<file path="config.mk">
export PLATFORM = sky130hd
export DESIGN_NAME = eth_tx_top
export DESIGN_NICKNAME = d
export VERILOG_FILES = /design/src/source/eth_tx_pkg.sv /design/src/source/crc32_engine.sv /design/src/source/tx_frame_ctrl.sv /design/src/source/tx_octet_mux.sv /design/src/source/ifg_timer.sv /design/src/source/eth_tx_top.sv
export VERILOG_INCLUDE_DIRS = /design/src /design/src/include
export SDC_FILE = /design/constraint.sdc
export NUM_CORES = 1
export LEC_CHECK = 0
export BUFFER_PORTS_ARGS = -buffer_cell sky130_fd_sc_hd__buf_2
export CELL_PAD_IN_SITES_DETAIL_PLACEMENT = 0
export CELL_PAD_IN_SITES_GLOBAL_PLACEMENT = 1
export CORE_ASPECT_RATIO = 0.75
export CORE_MARGIN = 5
export CORE_UTILIZATION = 45
export CTS_CLUSTER_DIAMETER = 120
export DETAILED_ROUTE_END_ITERATION = 6
export GPL_TIMING_DRIVEN = 1
export PLACE_DENSITY_LB_ADDON = 0.1
export SLEW_MARGIN = 20
export SYNTH_ARGS = -nofsm -noshare
export SYNTH_HDL_FRONTEND = slang
export SYNTH_SLANG_ARGS = --single-unit
</file>
<file path="constraint.sdc">
create_clock -name clk -period 2.4 [get_ports clk]
set_clock_uncertainty 0.05 [all_clocks]
set_input_delay 0.12 -clock clk [delete_from_list [all_inputs] [get_ports clk]]
set_output_delay 0.12 -clock clk [all_outputs]
set_load 0.01 [all_outputs]
</file>
<file path="src/include/eth_tx_consts.svh">
`ifndef ETH_TX_CONSTS_SVH
`define ETH_TX_CONSTS_SVH

////////////////////
// Wire bytes
////////////////////

`define ETH_PREAMBLE_BYTE 8'h55   // Alternating ones and zeros
`define ETH_SFD_BYTE      8'hD5   // Start of frame delimiter
`define ETH_PAD_BYTE      8'h00   // Filler for short bodies

////////////////////
// Frame lengths
////////////////////

`define ETH_PREAMBLE_LEN  7       // Preamble bytes before the SFD
`define ETH_MIN_BODY      60      // Dst, src, length/type and payload, without FCS
`define ETH_FCS_LEN       4       // CRC-32 bytes

// Inter-frame gap in clocks, 96 bit times at a fixed 125 MHz core clock
`define ETH_IFG_1G        11'd12
`define ETH_IFG_100M      11'd120
`define ETH_IFG_10M       11'd1200

`endif

</file>
<file path="src/source/eth_tx_pkg.sv">
package eth_tx_pkg;

    ////////////////////
    // Frame phase
    ////////////////////

    // One phase per group of wire bytes
    typedef enum logic [2:0] {
        IDLE,       // Waiting for a body on the stream
        PREAMBLE,   // Seven 0x55 bytes
        SFD,        // Delimiter byte
        BODY,       // Bytes taken from the stream
        PAD,        // Zero fill up to the minimum body
        FCS,        // Four CRC bytes, low byte first
        GAP         // Inter-frame gap, tx_dv low
    } tx_phase_t;

    ////////////////////
    // FCS word
    ////////////////////

    // Same 32 bits seen as one word or as four wire bytes
    // bytes[0] is word[7:0] and goes out first
    typedef union packed {
        logic [31:0]     word;
        logic [3:0][7:0] bytes;
    } fcs_word_u;

endpackage

</file>
<file path="src/source/crc32_engine.sv">
module crc32_engine (
    input  logic                  clk,
    input  logic                  reset_n,
    input  logic                  clear,     // Frame start, back to all ones
    input  logic                  enable,    // Fold data in on this clock
    input  logic [7:0]            data,
    output eth_tx_pkg::fcs_word_u fcs        // Complemented CRC, ready for the wire
);

    // Reflected form of 0x04C11DB7
    localparam logic [31:0] CRC_POLY_REV = 32'hEDB8_8320;

    logic [31:0] crc_q;      // Running remainder
    logic [31:0] crc_next;

    // One byte, LSB first
    function automatic logic [31:0] crc_byte(input logic [31:0] crc_in,
                                             input logic [7:0]  byte_in);
        logic [31:0] c;
        logic        fb;
        c = crc_in;
        for (int i = 0; i < 8; i++) begin
            fb = c[0] ^ byte_in[i];               // Feedback bit
            c  = {1'b0, c[31:1]};
            if (fb) begin
                c = c ^ CRC_POLY_REV;
            end
        end
        return c;
    endfunction

    assign crc_next = crc_byte(crc_q, data);

    always_ff @(posedge clk) begin
        if (reset_n) begin
            crc_q <= '1;                          // Preset to all ones
        end else if (clear) begin
            crc_q <= '1;
        end else if (enable) begin
            crc_q <= crc_next;
        end
    end

    // Final XOR; byte 0 of the union is the first FCS byte sent
    assign fcs.word = ~crc_q;

endmodule

</file>
<file path="src/source/tx_frame_ctrl.sv">
`include "eth_tx_consts.svh"

module tx_frame_ctrl (
    input  logic                  clk,
    input  logic                  reset_n,
    input  logic                  tvalid,
    input  logic                  tlast,
    input  logic                  tx_rdy,        // PHY ready, stalls everything when low
    input  logic                  rx_pause,      // Hold off the next frame
    input  logic                  nibble_busy,   // Mux still owes the high nibble
    input  logic                  gap_done,
    output eth_tx_pkg::tx_phase_t phase,
    output logic                  advance,       // One output byte slot this clock
    output logic                  body_ok,       // Body byte accepted
    output logic                  tready,
    output logic                  crc_clear,
    output logic [1:0]            byte_index,    // FCS byte number
    output logic                  gap_start
);

    localparam logic [2:0] PRE_LAST  = 3'(`ETH_PREAMBLE_LEN - 1);
    localparam logic [5:0] BODY_LAST = 6'(`ETH_MIN_BODY - 1);
    localparam logic [5:0] BODY_MIN  = 6'(`ETH_MIN_BODY);
    localparam logic [1:0] FCS_LAST  = 2'(`ETH_FCS_LEN - 1);

    logic [2:0] pre_cnt;     // Preamble bytes sent so far
    logic [5:0] body_cnt;    // Body plus pad bytes, saturates at the minimum
    logic       frame_go;    // Start of a new frame

    ////////////////////
    // Handshake
    ////////////////////

    // A byte slot exists only when the PHY takes data and no nibble is pending
    assign advance = tx_rdy && !nibble_busy;

    assign tready  = (phase == eth_tx_pkg::BODY) && advance;
    assign body_ok = tready && tvalid;

    // New frame only from IDLE, with data waiting and no pause
    assign frame_go  = (phase == eth_tx_pkg::IDLE) && tvalid && !rx_pause && advance;
    assign crc_clear = frame_go;

    // Gap timer starts together with the last FCS byte
    assign gap_start = (phase == eth_tx_pkg::FCS) && advance && (byte_index == FCS_LAST);

    ////////////////////
    // Phase sequencing
    ////////////////////

    always_ff @(posedge clk) begin
        if (reset_n) begin
            phase      <= eth_tx_pkg::IDLE;
            pre_cnt    <= '0;
            body_cnt   <= '0;
            byte_index <= '0;
        end else if (advance) begin
            case (phase)
                eth_tx_pkg::IDLE: begin
                    if (frame_go) begin
                        phase      <= eth_tx_pkg::PREAMBLE;
                        pre_cnt    <= '0;
                        body_cnt   <= '0;
                        byte_index <= '0;
                    end
                end

                eth_tx_pkg::PREAMBLE: begin
                    if (pre_cnt == PRE_LAST) begin
                        phase <= eth_tx_pkg::SFD;    // Seventh 0x55 goes out now
                    end else begin
                        pre_cnt <= pre_cnt + 3'd1;
                    end
                end

                eth_tx_pkg::SFD: begin
                    phase <= eth_tx_pkg::BODY;
                end

                eth_tx_pkg::BODY: begin
                    if (body_ok) begin
                        // Only the first 60 bytes matter for padding
                        if (body_cnt != BODY_MIN) begin
                            body_cnt <= body_cnt + 6'd1;
                        end
                        if (tlast) begin
                            // Count before this byte, so 59 means 60 with it
                            if (body_cnt >= BODY_LAST) begin
                                phase <= eth_tx_pkg::FCS;
                            end else begin
                                phase <= eth_tx_pkg::PAD;
                            end
                        end
                    end
                end

                eth_tx_pkg::PAD: begin
                    body_cnt <= body_cnt + 6'd1;
                    if (body_cnt == BODY_LAST) begin
                        phase <= eth_tx_pkg::FCS;    // 60th byte is this pad byte
                    end
                end

                eth_tx_pkg::FCS: begin
                    byte_index <= byte_index + 2'd1; // Wraps to 0 after the fourth byte
                    if (byte_index == FCS_LAST) begin
                        phase <= eth_tx_pkg::GAP;
                    end
                end

                eth_tx_pkg::GAP: begin
                    if (gap_done) begin
                        phase <= eth_tx_pkg::IDLE;
                    end
                end

                default: begin
                    phase <= eth_tx_pkg::IDLE;       // Unused encoding
                end
            endcase
        end
    end

endmodule

</file>
<file path="src/source/tx_octet_mux.sv">
`include "eth_tx_consts.svh"

module tx_octet_mux (
    input  logic                  clk,
    input  logic                  reset_n,
    input  eth_tx_pkg::tx_phase_t phase,
    input  logic                  advance,
    input  logic                  tx_rdy,
    input  logic                  mii_select,    // Nibble mode, low nibble first
    input  logic [7:0]            tdata,
    input  eth_tx_pkg::fcs_word_u fcs,
    input  logic [1:0]            byte_index,
    output logic [7:0]            tx_data,
    output logic                  tx_dv,
    output logic                  nibble_busy    // High nibble goes out next
);

    logic [7:0] sel_byte;    // Byte for the current phase
    logic       sel_dv;      // Phase puts a byte on the wire
    logic [3:0] hi_nibble;   // Saved upper half in nibble mode

    // Byte source by phase
    always_comb begin
        sel_byte = `ETH_PAD_BYTE;
        sel_dv   = 1'b1;
        case (phase)
            eth_tx_pkg::PREAMBLE: sel_byte = `ETH_PREAMBLE_BYTE;
            eth_tx_pkg::SFD:      sel_byte = `ETH_SFD_BYTE;
            eth_tx_pkg::BODY:     sel_byte = tdata;
            eth_tx_pkg::PAD:      sel_byte = `ETH_PAD_BYTE;
            eth_tx_pkg::FCS:      sel_byte = fcs.bytes[byte_index];   // Union viewed as bytes
            default:              sel_dv   = 1'b0;                    // IDLE and GAP
        endcase
    end

    ////////////////////
    // Output register
    ////////////////////

    always_ff @(posedge clk) begin
        if (reset_n) begin
            tx_data     <= '0;
            tx_dv       <= 1'b0;
            nibble_busy <= 1'b0;
        end else if (tx_rdy) begin               // Everything holds on a PHY stall
            if (nibble_busy) begin
                tx_data     <= {4'h0, hi_nibble};  // Second half, tx_dv unchanged
                nibble_busy <= 1'b0;
            end else if (advance) begin
                tx_dv <= sel_dv;
                if (mii_select) begin
                    tx_data     <= {4'h0, sel_byte[3:0]};
                    nibble_busy <= sel_dv;         // No second half for idle slots
                end else begin
                    tx_data <= sel_byte;
                end
            end
        end
    end

    // Upper half captured with the low one
    always_ff @(posedge clk) begin
        if (advance && mii_select) begin
            hi_nibble <= sel_byte[7:4];
        end
    end

endmodule

</file>
<file path="src/source/ifg_timer.sv">
`include "eth_tx_consts.svh"

module ifg_timer (
    input  logic       clk,
    input  logic       reset_n,
    input  logic       start,        // Last FCS byte is leaving
    input  logic [1:0] link_speed,   // 00 10M, 01 100M, others 1G
    output logic       gap_done
);

    logic [10:0] gap_cnt;    // Clocks left in the gap
    logic [10:0] gap_len;

    // Gap length by link speed
    always_comb begin
        case (link_speed)
            2'b00:   gap_len = `ETH_IFG_10M;
            2'b01:   gap_len = `ETH_IFG_100M;
            default: gap_len = `ETH_IFG_1G;
        endcase
    end

    always_ff @(posedge clk) begin
        if (reset_n) begin
            gap_cnt <= '0;                   // Idle timer reads as done
        end else if (start) begin
            gap_cnt <= gap_len;
        end else if (gap_cnt != 11'd0) begin
            gap_cnt <= gap_cnt - 11'd1;
        end
    end

    // Stays high until the next start
    assign gap_done = (gap_cnt == 11'd0);

endmodule

</file>
<file path="src/source/eth_tx_top.sv">
`include "eth_tx_consts.svh"

module eth_tx_top (
    input  logic       clk,
    input  logic       reset_n,
    // Frame body stream
    input  logic [7:0] tdata,
    input  logic       tvalid,
    input  logic       tlast,
    output logic       tready,
    // PHY side
    input  logic       tx_rdy,
    output logic [7:0] tx_data,
    output logic       tx_dv,
    // Control
    input  logic       rx_pause,
    input  logic       mii_select,
    input  logic [1:0] link_speed
);

    eth_tx_pkg::tx_phase_t phase;
    eth_tx_pkg::fcs_word_u fcs;
    logic       advance;
    logic       body_ok;
    logic       crc_clear;
    logic [1:0] byte_index;
    logic       gap_start;
    logic       gap_done;
    logic       nibble_busy;
    logic       crc_en;      // Body or pad byte enters the CRC
    logic [7:0] crc_data;

    ////////////////////
    // CRC input select
    ////////////////////

    assign crc_en   = body_ok || ((phase == eth_tx_pkg::PAD) && advance);
    assign crc_data = (phase == eth_tx_pkg::PAD) ? `ETH_PAD_BYTE : tdata;

    // Frame controller
    tx_frame_ctrl u_ctrl (
        .clk         (clk),
        .reset_n     (reset_n),
        .tvalid      (tvalid),
        .tlast       (tlast),
        .tx_rdy      (tx_rdy),
        .rx_pause    (rx_pause),
        .nibble_busy (nibble_busy),
        .gap_done    (gap_done),
        .phase       (phase),
        .advance     (advance),
        .body_ok     (body_ok),
        .tready      (tready),
        .crc_clear   (crc_clear),
        .byte_index  (byte_index),
        .gap_start   (gap_start)
    );

    crc32_engine u_crc (
        .clk     (clk),
        .reset_n (reset_n),
        .clear   (crc_clear),
        .enable  (crc_en),
        .data    (crc_data),
        .fcs     (fcs)
    );

    // Byte and nibble output stage
    tx_octet_mux u_mux (
        .clk         (clk),
        .reset_n     (reset_n),
        .phase       (phase),
        .advance     (advance),
        .tx_rdy      (tx_rdy),
        .mii_select  (mii_select),
        .tdata       (tdata),
        .fcs         (fcs),
        .byte_index  (byte_index),
        .tx_data     (tx_data),
        .tx_dv       (tx_dv),
        .nibble_busy (nibble_busy)
    );

    ifg_timer u_ifg (
        .clk        (clk),
        .reset_n    (reset_n),
        .start      (gap_start),
        .link_speed (link_speed),
        .gap_done   (gap_done)
    );

endmodule

</file>
== Word level (Yosys, flattened, before mapping) ==
Cells that the tools add are included.

* $add $sub $neg: 4
* Order comparisons: 2
* Equal/unequal tests: 20
* Multiplexer cells: 40
* Bitwise logic cells: 18
* Reductions and logical operators: 30

{| class="wikitable"
|+ Operators with widths
! operator !! number
|-
| 2-to-1 mux 32 bit || 8
|-
| inverter 13 -> 14 bit || 8
|-
| 2-to-1 mux 8 bit || 5
|-
| inverter 32 bit || 1
|-
| one-hot mux 8 bit (4 select lines) || 1
|-
| 2-to-1 mux 3 bit || 9
|-
| 2-to-1 mux 11 bit || 2
|-
| one-hot mux 11 bit (2 select lines) || 1
|-
| one-hot mux 3 bit (7 select lines) || 1
|-
| 2-to-1 mux 6 bit || 3
|-
| one-hot mux 6 bit (3 select lines) || 1
|-
| binary-select mux 8 bit (select 2 bit) || 1
|-
| inequality test 2 bit, second input constant || 7
|-
| equality test 3 bit, second input constant || 4
|-
| logical NOT 11 bit || 1
|-
| nonzero test 11 bit || 1
|-
| subtractor 11 x 1 -> 11 bit, second input constant || 1
|-
| logical AND 1 bit || 10
|-
| AND reduction 8 bit || 1
|-
| nonzero test 2 bit || 4
|-
| bitwise XOR 1 bit || 8
|-
| adder 6 x 1 -> 6 bit, second input constant || 1
|-
| equality test 3 x 2 -> 1 bit, second input constant || 2
|-
| equality test 6 bit, second input constant || 1
|-
| 25 further kinds || 32
|}

* Bits in registers: 71
* Input port bits: 17
* Output and inout bits: 10
* Word-level logic and storage cells: 124

== Longest topological paths before layout ==
* Word-level depth: 18
* Gate-level depth with buffers: 8
* Mapped depth without buffers: 8

== Hierarchy ==
A second synthesis with hierarchy kept.

* Cell total of the unflattened synthesis: 502
* Area, all modules: 4639.4 sq um

{| class="wikitable"
|+ Modules (own cells, without submodules)
! module !! times used !! cells an instance !! area an instance (sq um)
|-
| crc32_engine || 1 || 213 || 2013.2
|-
| tx_octet_mux || 1 || 102 || 1012.2
|-
| tx_frame_ctrl || 1 || 110 || 929.6
|-
| ifg_timer || 1 || 67 || 586.8
|-
| eth_tx_top || 1 || 10 || 97.6
|}

== Worst setup path before layout ==
Ideal clock, no wire load.

* Path kind: register to register
* From: register u_ctrl.phase[2]
* To: register u_crc.crc_q[22]
* Arrival: 1.903 ns
* Data required time: 2.226 ns
* Slack: 0.323 ns
* Stages on the path, launching flop included: 8
* Path buffers: 1
* Clock period less this slack: 2.077 ns
* Cell sequence: dfxtp_1 -> or3b_1 -> buf_6 -> nand2_4 -> xor2_4 -> xnor3_1 -> nor4_1 -> nor3_1

* Word-level cells in the longest chain between the ends: 15
* Elaborated cells between the ends (all ways): 29

{| class="wikitable"
|+ RTL lines
! item !! RTL line !! source
|-
| start, declared || tx_frame_ctrl.sv:12 || <nowiki>output eth_tx_pkg::tx_phase_t phase,</nowiki>
|-
| start signal, assigned || tx_frame_ctrl.sv:53 || <nowiki>phase <= eth_tx_pkg::IDLE;</nowiki>
|-
| start signal, assigned || tx_frame_ctrl.sv:61 || <nowiki>phase <= eth_tx_pkg::PREAMBLE;</nowiki>
|-
| start signal, assigned || tx_frame_ctrl.sv:70 || <nowiki>phase <= eth_tx_pkg::SFD;</nowiki>
|-
| equality test 3 bit || eth_tx_top.sv:37, eth_tx_top.sv:38 ||
|-
| 2-to-1 mux 8 bit || eth_tx_top.sv:38 || <nowiki>assign crc_data = (phase == eth_tx_pkg::PAD) ? `ETH_PAD_BYTE : tdata;</nowiki>
|-
| bitwise XOR 1 bit || crc32_engine.sv:23 || <nowiki>fb = c[0] ^ byte_in[i];</nowiki>
|-
| 2-to-1 mux 32 bit (2 in a row) || crc32_engine.sv:25 || <nowiki>if (fb) begin</nowiki>
|-
| inverter 13 -> 14 bit (no line) || -- ||
|-
| 2-to-1 mux 32 bit || crc32_engine.sv:25 ||
|-
| inverter 13 -> 14 bit (no line) || -- ||
|-
| 2-to-1 mux 32 bit (2 in a row) || crc32_engine.sv:25 ||
|-
| inverter 13 -> 14 bit (no line) || -- ||
|-
| 2-to-1 mux 32 bit || crc32_engine.sv:25 ||
|-
| inverter 13 -> 14 bit (no line) || -- ||
|-
| 2-to-1 mux 32 bit (2 in a row) || crc32_engine.sv:25 ||
|-
| end signal, assigned || crc32_engine.sv:40 || <nowiki>crc_q <= crc_next;</nowiki>
|-
| end, declared || crc32_engine.sv:13 || <nowiki>logic [31:0] crc_q;</nowiki>
|}

Several ways; a longest one is shown, not always the timed one.
A chain may end at the register's enable or synchronous reset.

== Worst setup path in the final report ==
* From: register u_ctrl.phase[1]
* To: register u_crc.crc_q[18]

* Word-level cells in the longest chain between the ends: 14
* Elaborated cells between the ends (all ways): 30

{| class="wikitable"
|+ RTL lines
! item
|-
| parallel branches: the longest is 14 deep, another holds 2-to-1 mux 32 bit
|}

Several ways; the timed one is not identified.

==> flow_metrics.py <==
metrics = {
    "sta": {
        "finalSetupViolCount": 0,
        "slew_headroom": 0.448,
        "rsz0062_at_grt": "false",
        "finalCritPeriodShare": 0.924,
        "timing_max_transition_violations_final": 0,
        "worst_pin_slew_ns": 0.828,
        "finalHoldViolations": 0,
        "hold_ws_ns": 0.104,
        "period_minus_slack_ns": 2.22,
        "fin_setup_tns_ns": 0,
        "fmax_ghz": 0.451,
    },
    "clock_tree": {
        "hold_buffers": 0,
        "root_buffer": "clkbuf_16",
        "postCtsSetupRepairBufs": 0,
        "clkTransAtPathRegs_ns": 0.06,
        "numClockSinks": 71,
        "htree_levels": 3,
        "clkLatencyLatePin_ns": 0.33,
        "cts_made_buffers": 9,
        "cts_buffer_depth": 2,
        "cts_tree": "done",
    },
    "yosys": {
        "muxShareOfSynthArea": 0.0440,
        "yosysTopAreaCellShare": 0.308,
        "ys.flop_type": "dfxtp_1",
        "synth_xor_area_frac": 0.233,
        "ys_seq_area_frac": 0.336,
        "ys_types": 49,
        "synth_top_family_by_area": "XOR/XNOR gates",
        "syn-cell-area_sq_mm": 0.00435,
        "syn_nets": 524,
        "synthAdderAreaFrac": 0.0201,
        "synthesis.instances": 500,
        "ys_top_cells_by_count": "67 x dfxtp_1, 59 x xnor2_1, 57 x nand2_1",
        "yosys.area_share.simple": 0.190,
        "synth-edff-count": 4,
        "synth.most_common_cell": "dfxtp_1",
        "syn_area_per_cell_sq_um": 8.70,
        "synthArstFlopShare": 0,
        "ys.warnings.count": 0,
        "synth_compound_area_frac": 0.140,
        "synth_top_area_cell": "dfxtp_1",
        "synth_area_leaders": "dfxtp_1 31%, xnor2_1 12%, xor2_1 6.0%, nand2_1 4.9%, nor2_1 4.7%",
        "ys_ff_latch": 71,
    },
    "placement": {
        "gp_congestion": 0.903,
        "portBuffers": 26,
        "dpl_cell_area_sq_mm": 0.00477,
        "dp_hpwl_um": 8460,
    },
    "floorplan": {
        "die_area_sq_mm": 0.0118,
        "io_pins": 27,
        "dieHeight_um": 95.2,
        "die_x_um": 124,
        "coreArea_sq_mm": 0.00954,
        "start_util": 0.456,
        "rows": 31,
    },
    "worst_setup_path": {
        "crit_fanout": 10,
        "cp-start-kind": "register",
        "criticalPathCategory": "register to register",
        "endpoint_kind": "register",
        "critPathSlowestCell": "xnor3_1",
        "crit_chain": "or3b_1 -> buf_4 -> nand2_1 -> xor2_2 -> xnor3_1 -> xnor2_1 -> o21ai_0",
        "crit_arrival_ns": 2.35,
        "required_ns": 2.53,
        "path_buf_inv": 1,
        "cp_top_family": "XOR/XNOR gates",
        "cpPeakStageDelay_ns": 0.40,
    },
    "cells_and_area": {
        "nNetsFinal": 559,
        "layout-drive-gt1-share": 0.172,
        "area_delta_synth_final_pct": 17.0,
        "num-fill-cells": 905,
        "final_area_sq_mm": 0.00509,
        "diodes": 0,
    },
    "route": {
        "vias": 3636,
        "drtPass1Iterations": 5,
        "drc_errors": 0,
        "wl_met1_um": 6000,
        "highest_layer": "met4",
        "viasPerCell": 5.41,
        "wl_met2_um": 4290,
        "antenna_left": 0,
        "wl_per_cell_um": 16.7,
        "drt_wl_total_um": 11200,
        "met3_length_um": 794,
        "drt_iter0_drc": 358,
    },
    "global_route": {
        "grt_usage": 0.203,
        "grt_pass1_wl_um": 18200,
        "antenna_found_initial": 0,
        "grt_pass1_vias": 3266,
        "grt_max_degree": 30,
        "grt_overflow_total": 0,
    },
    "power_and_ir_drop": {
        "p_leak_nw": 2.04,
        "power_density_mw_per_mm2": 752,
        "ir_drop_mv": 0.386,
    },
    "worst_hold_path": {
        "hp-class": "primary input to register",
    },
    "status": {
        "status": "complete, no violations",
    },
    "run": {
        "drv_cap": 0,
    },
}
-- stage by stage --
step	std cells	setup WS, ns	total power, mW	utilization
4_1_cts	672	0.0769	3.84	0.533
2_1_floorplan	500	0.323	2.16	-
6_report	672	0.181	3.83	0.533
3_5_place_dp	656	0.0947	2.41	0.500
5_1_grt	672	0.0475	4.04	0.533
3_3_place_gp	656	0.149	2.41	0.500
-- worst paths after layout --
path / from / endpoint / slack (ns) / cells past startpoint
worst min-delay path: mii_select / u_mux.nibble_busy$_SDFFE_PP0P_ / 0.10 / 4
worst min register to register: u_mux.tx_data[3]$_SDFFE_PP0P_ / u_mux.tx_data[3]$_SDFFE_PP0P_ / 0.43 / 2
worst max register to register: u_ctrl.phase[1]$_SDFFE_PP0P_ / u_crc.crc_q[18]$_SDFFE_PP1P_ / 0.18 / 7
worst max-delay path: u_ctrl.phase[1]$_SDFFE_PP0P_ / u_crc.crc_q[18]$_SDFFE_PP1P_ / 0.18 / 7
-- power breakdown --
group	internal, mW	leakage [nW]	switching (mW)
Clock	0.906	0.150	0.514
Combinational	0.484	1.31	0.527
Sequential	1.29	0.583	0.106
-- layout by cell type, fill, tap and decap left out, drive strengths merged, types with 8 or more instances in the layout --
master   n
xnor2   62
o211ai  24
nor3    14
nor2    54
o21ai   20
buf     58
nand2   58
nand3   10
clkbuf  10
dfxtp   67
xor2    33
a21oi   26
mux4     8
-- metal layers --
metal,vias to the layer above,track usage
met3,11,0.0445
met4,0,0.0479
li1,1801,-
met5,-,0
met2,112,0.256
met1,1712,0.337
-- registers in the layout (all words and copies together) (netlist names) --
| register | count |
|---|---|
| u_crc.crc_q | 32 |
| u_ifg.gap_cnt | 11 |
| u_mux.tx_data | 8 |
| u_ctrl.body_cnt | 6 |
| u_mux.hi_nibble | 4 |
| u_ctrl.phase | 3 |
| u_ctrl.pre_cnt | 3 |
| u_ctrl.byte_index | 2 |
| u_mux.nibble_busy | 1 |
| u_mux.tx_dv | 1 |
-- cell type report --
type                            instances  area (sq um)  share of cell area
Clock buffer                           10           229              0.0450
Clock inverter                          6          85.1              0.0167
Inverter                                7          26.3             0.00516
Multi-Input combinational cell        388          2740               0.538
Sequential cell                        71          1460               0.287
Tap cell                              132           165              0.0325
Timing Repair Buffer                   58           383              0.0752
-- worst reg2reg max path, delay by kind of cell, from the launching register on --
kind                   cells  cell delay, ns
XOR/XNOR                   3            0.87
AND/OR/NAND/NOR            2            0.51
flip-flops                 1            0.36
buffers and inverters      1            0.20
AO/OA/AOI/OAI              1            0.09
-- cells by family after synthesis --
group / after synthesis
fa+ha+maj: 7
mux: 9
xor+xnor: 100
flops: 71
simple gates: 177
buf+inv: 41
compound gates: 95
-- repair_timing --
action / in CTS / in global routing
hold endpoints to repair: 0 / 0
resized for setup: 0 / 1
endpoints found under the setup margin: 0 / 1
(Power assumes the default switching activity.)
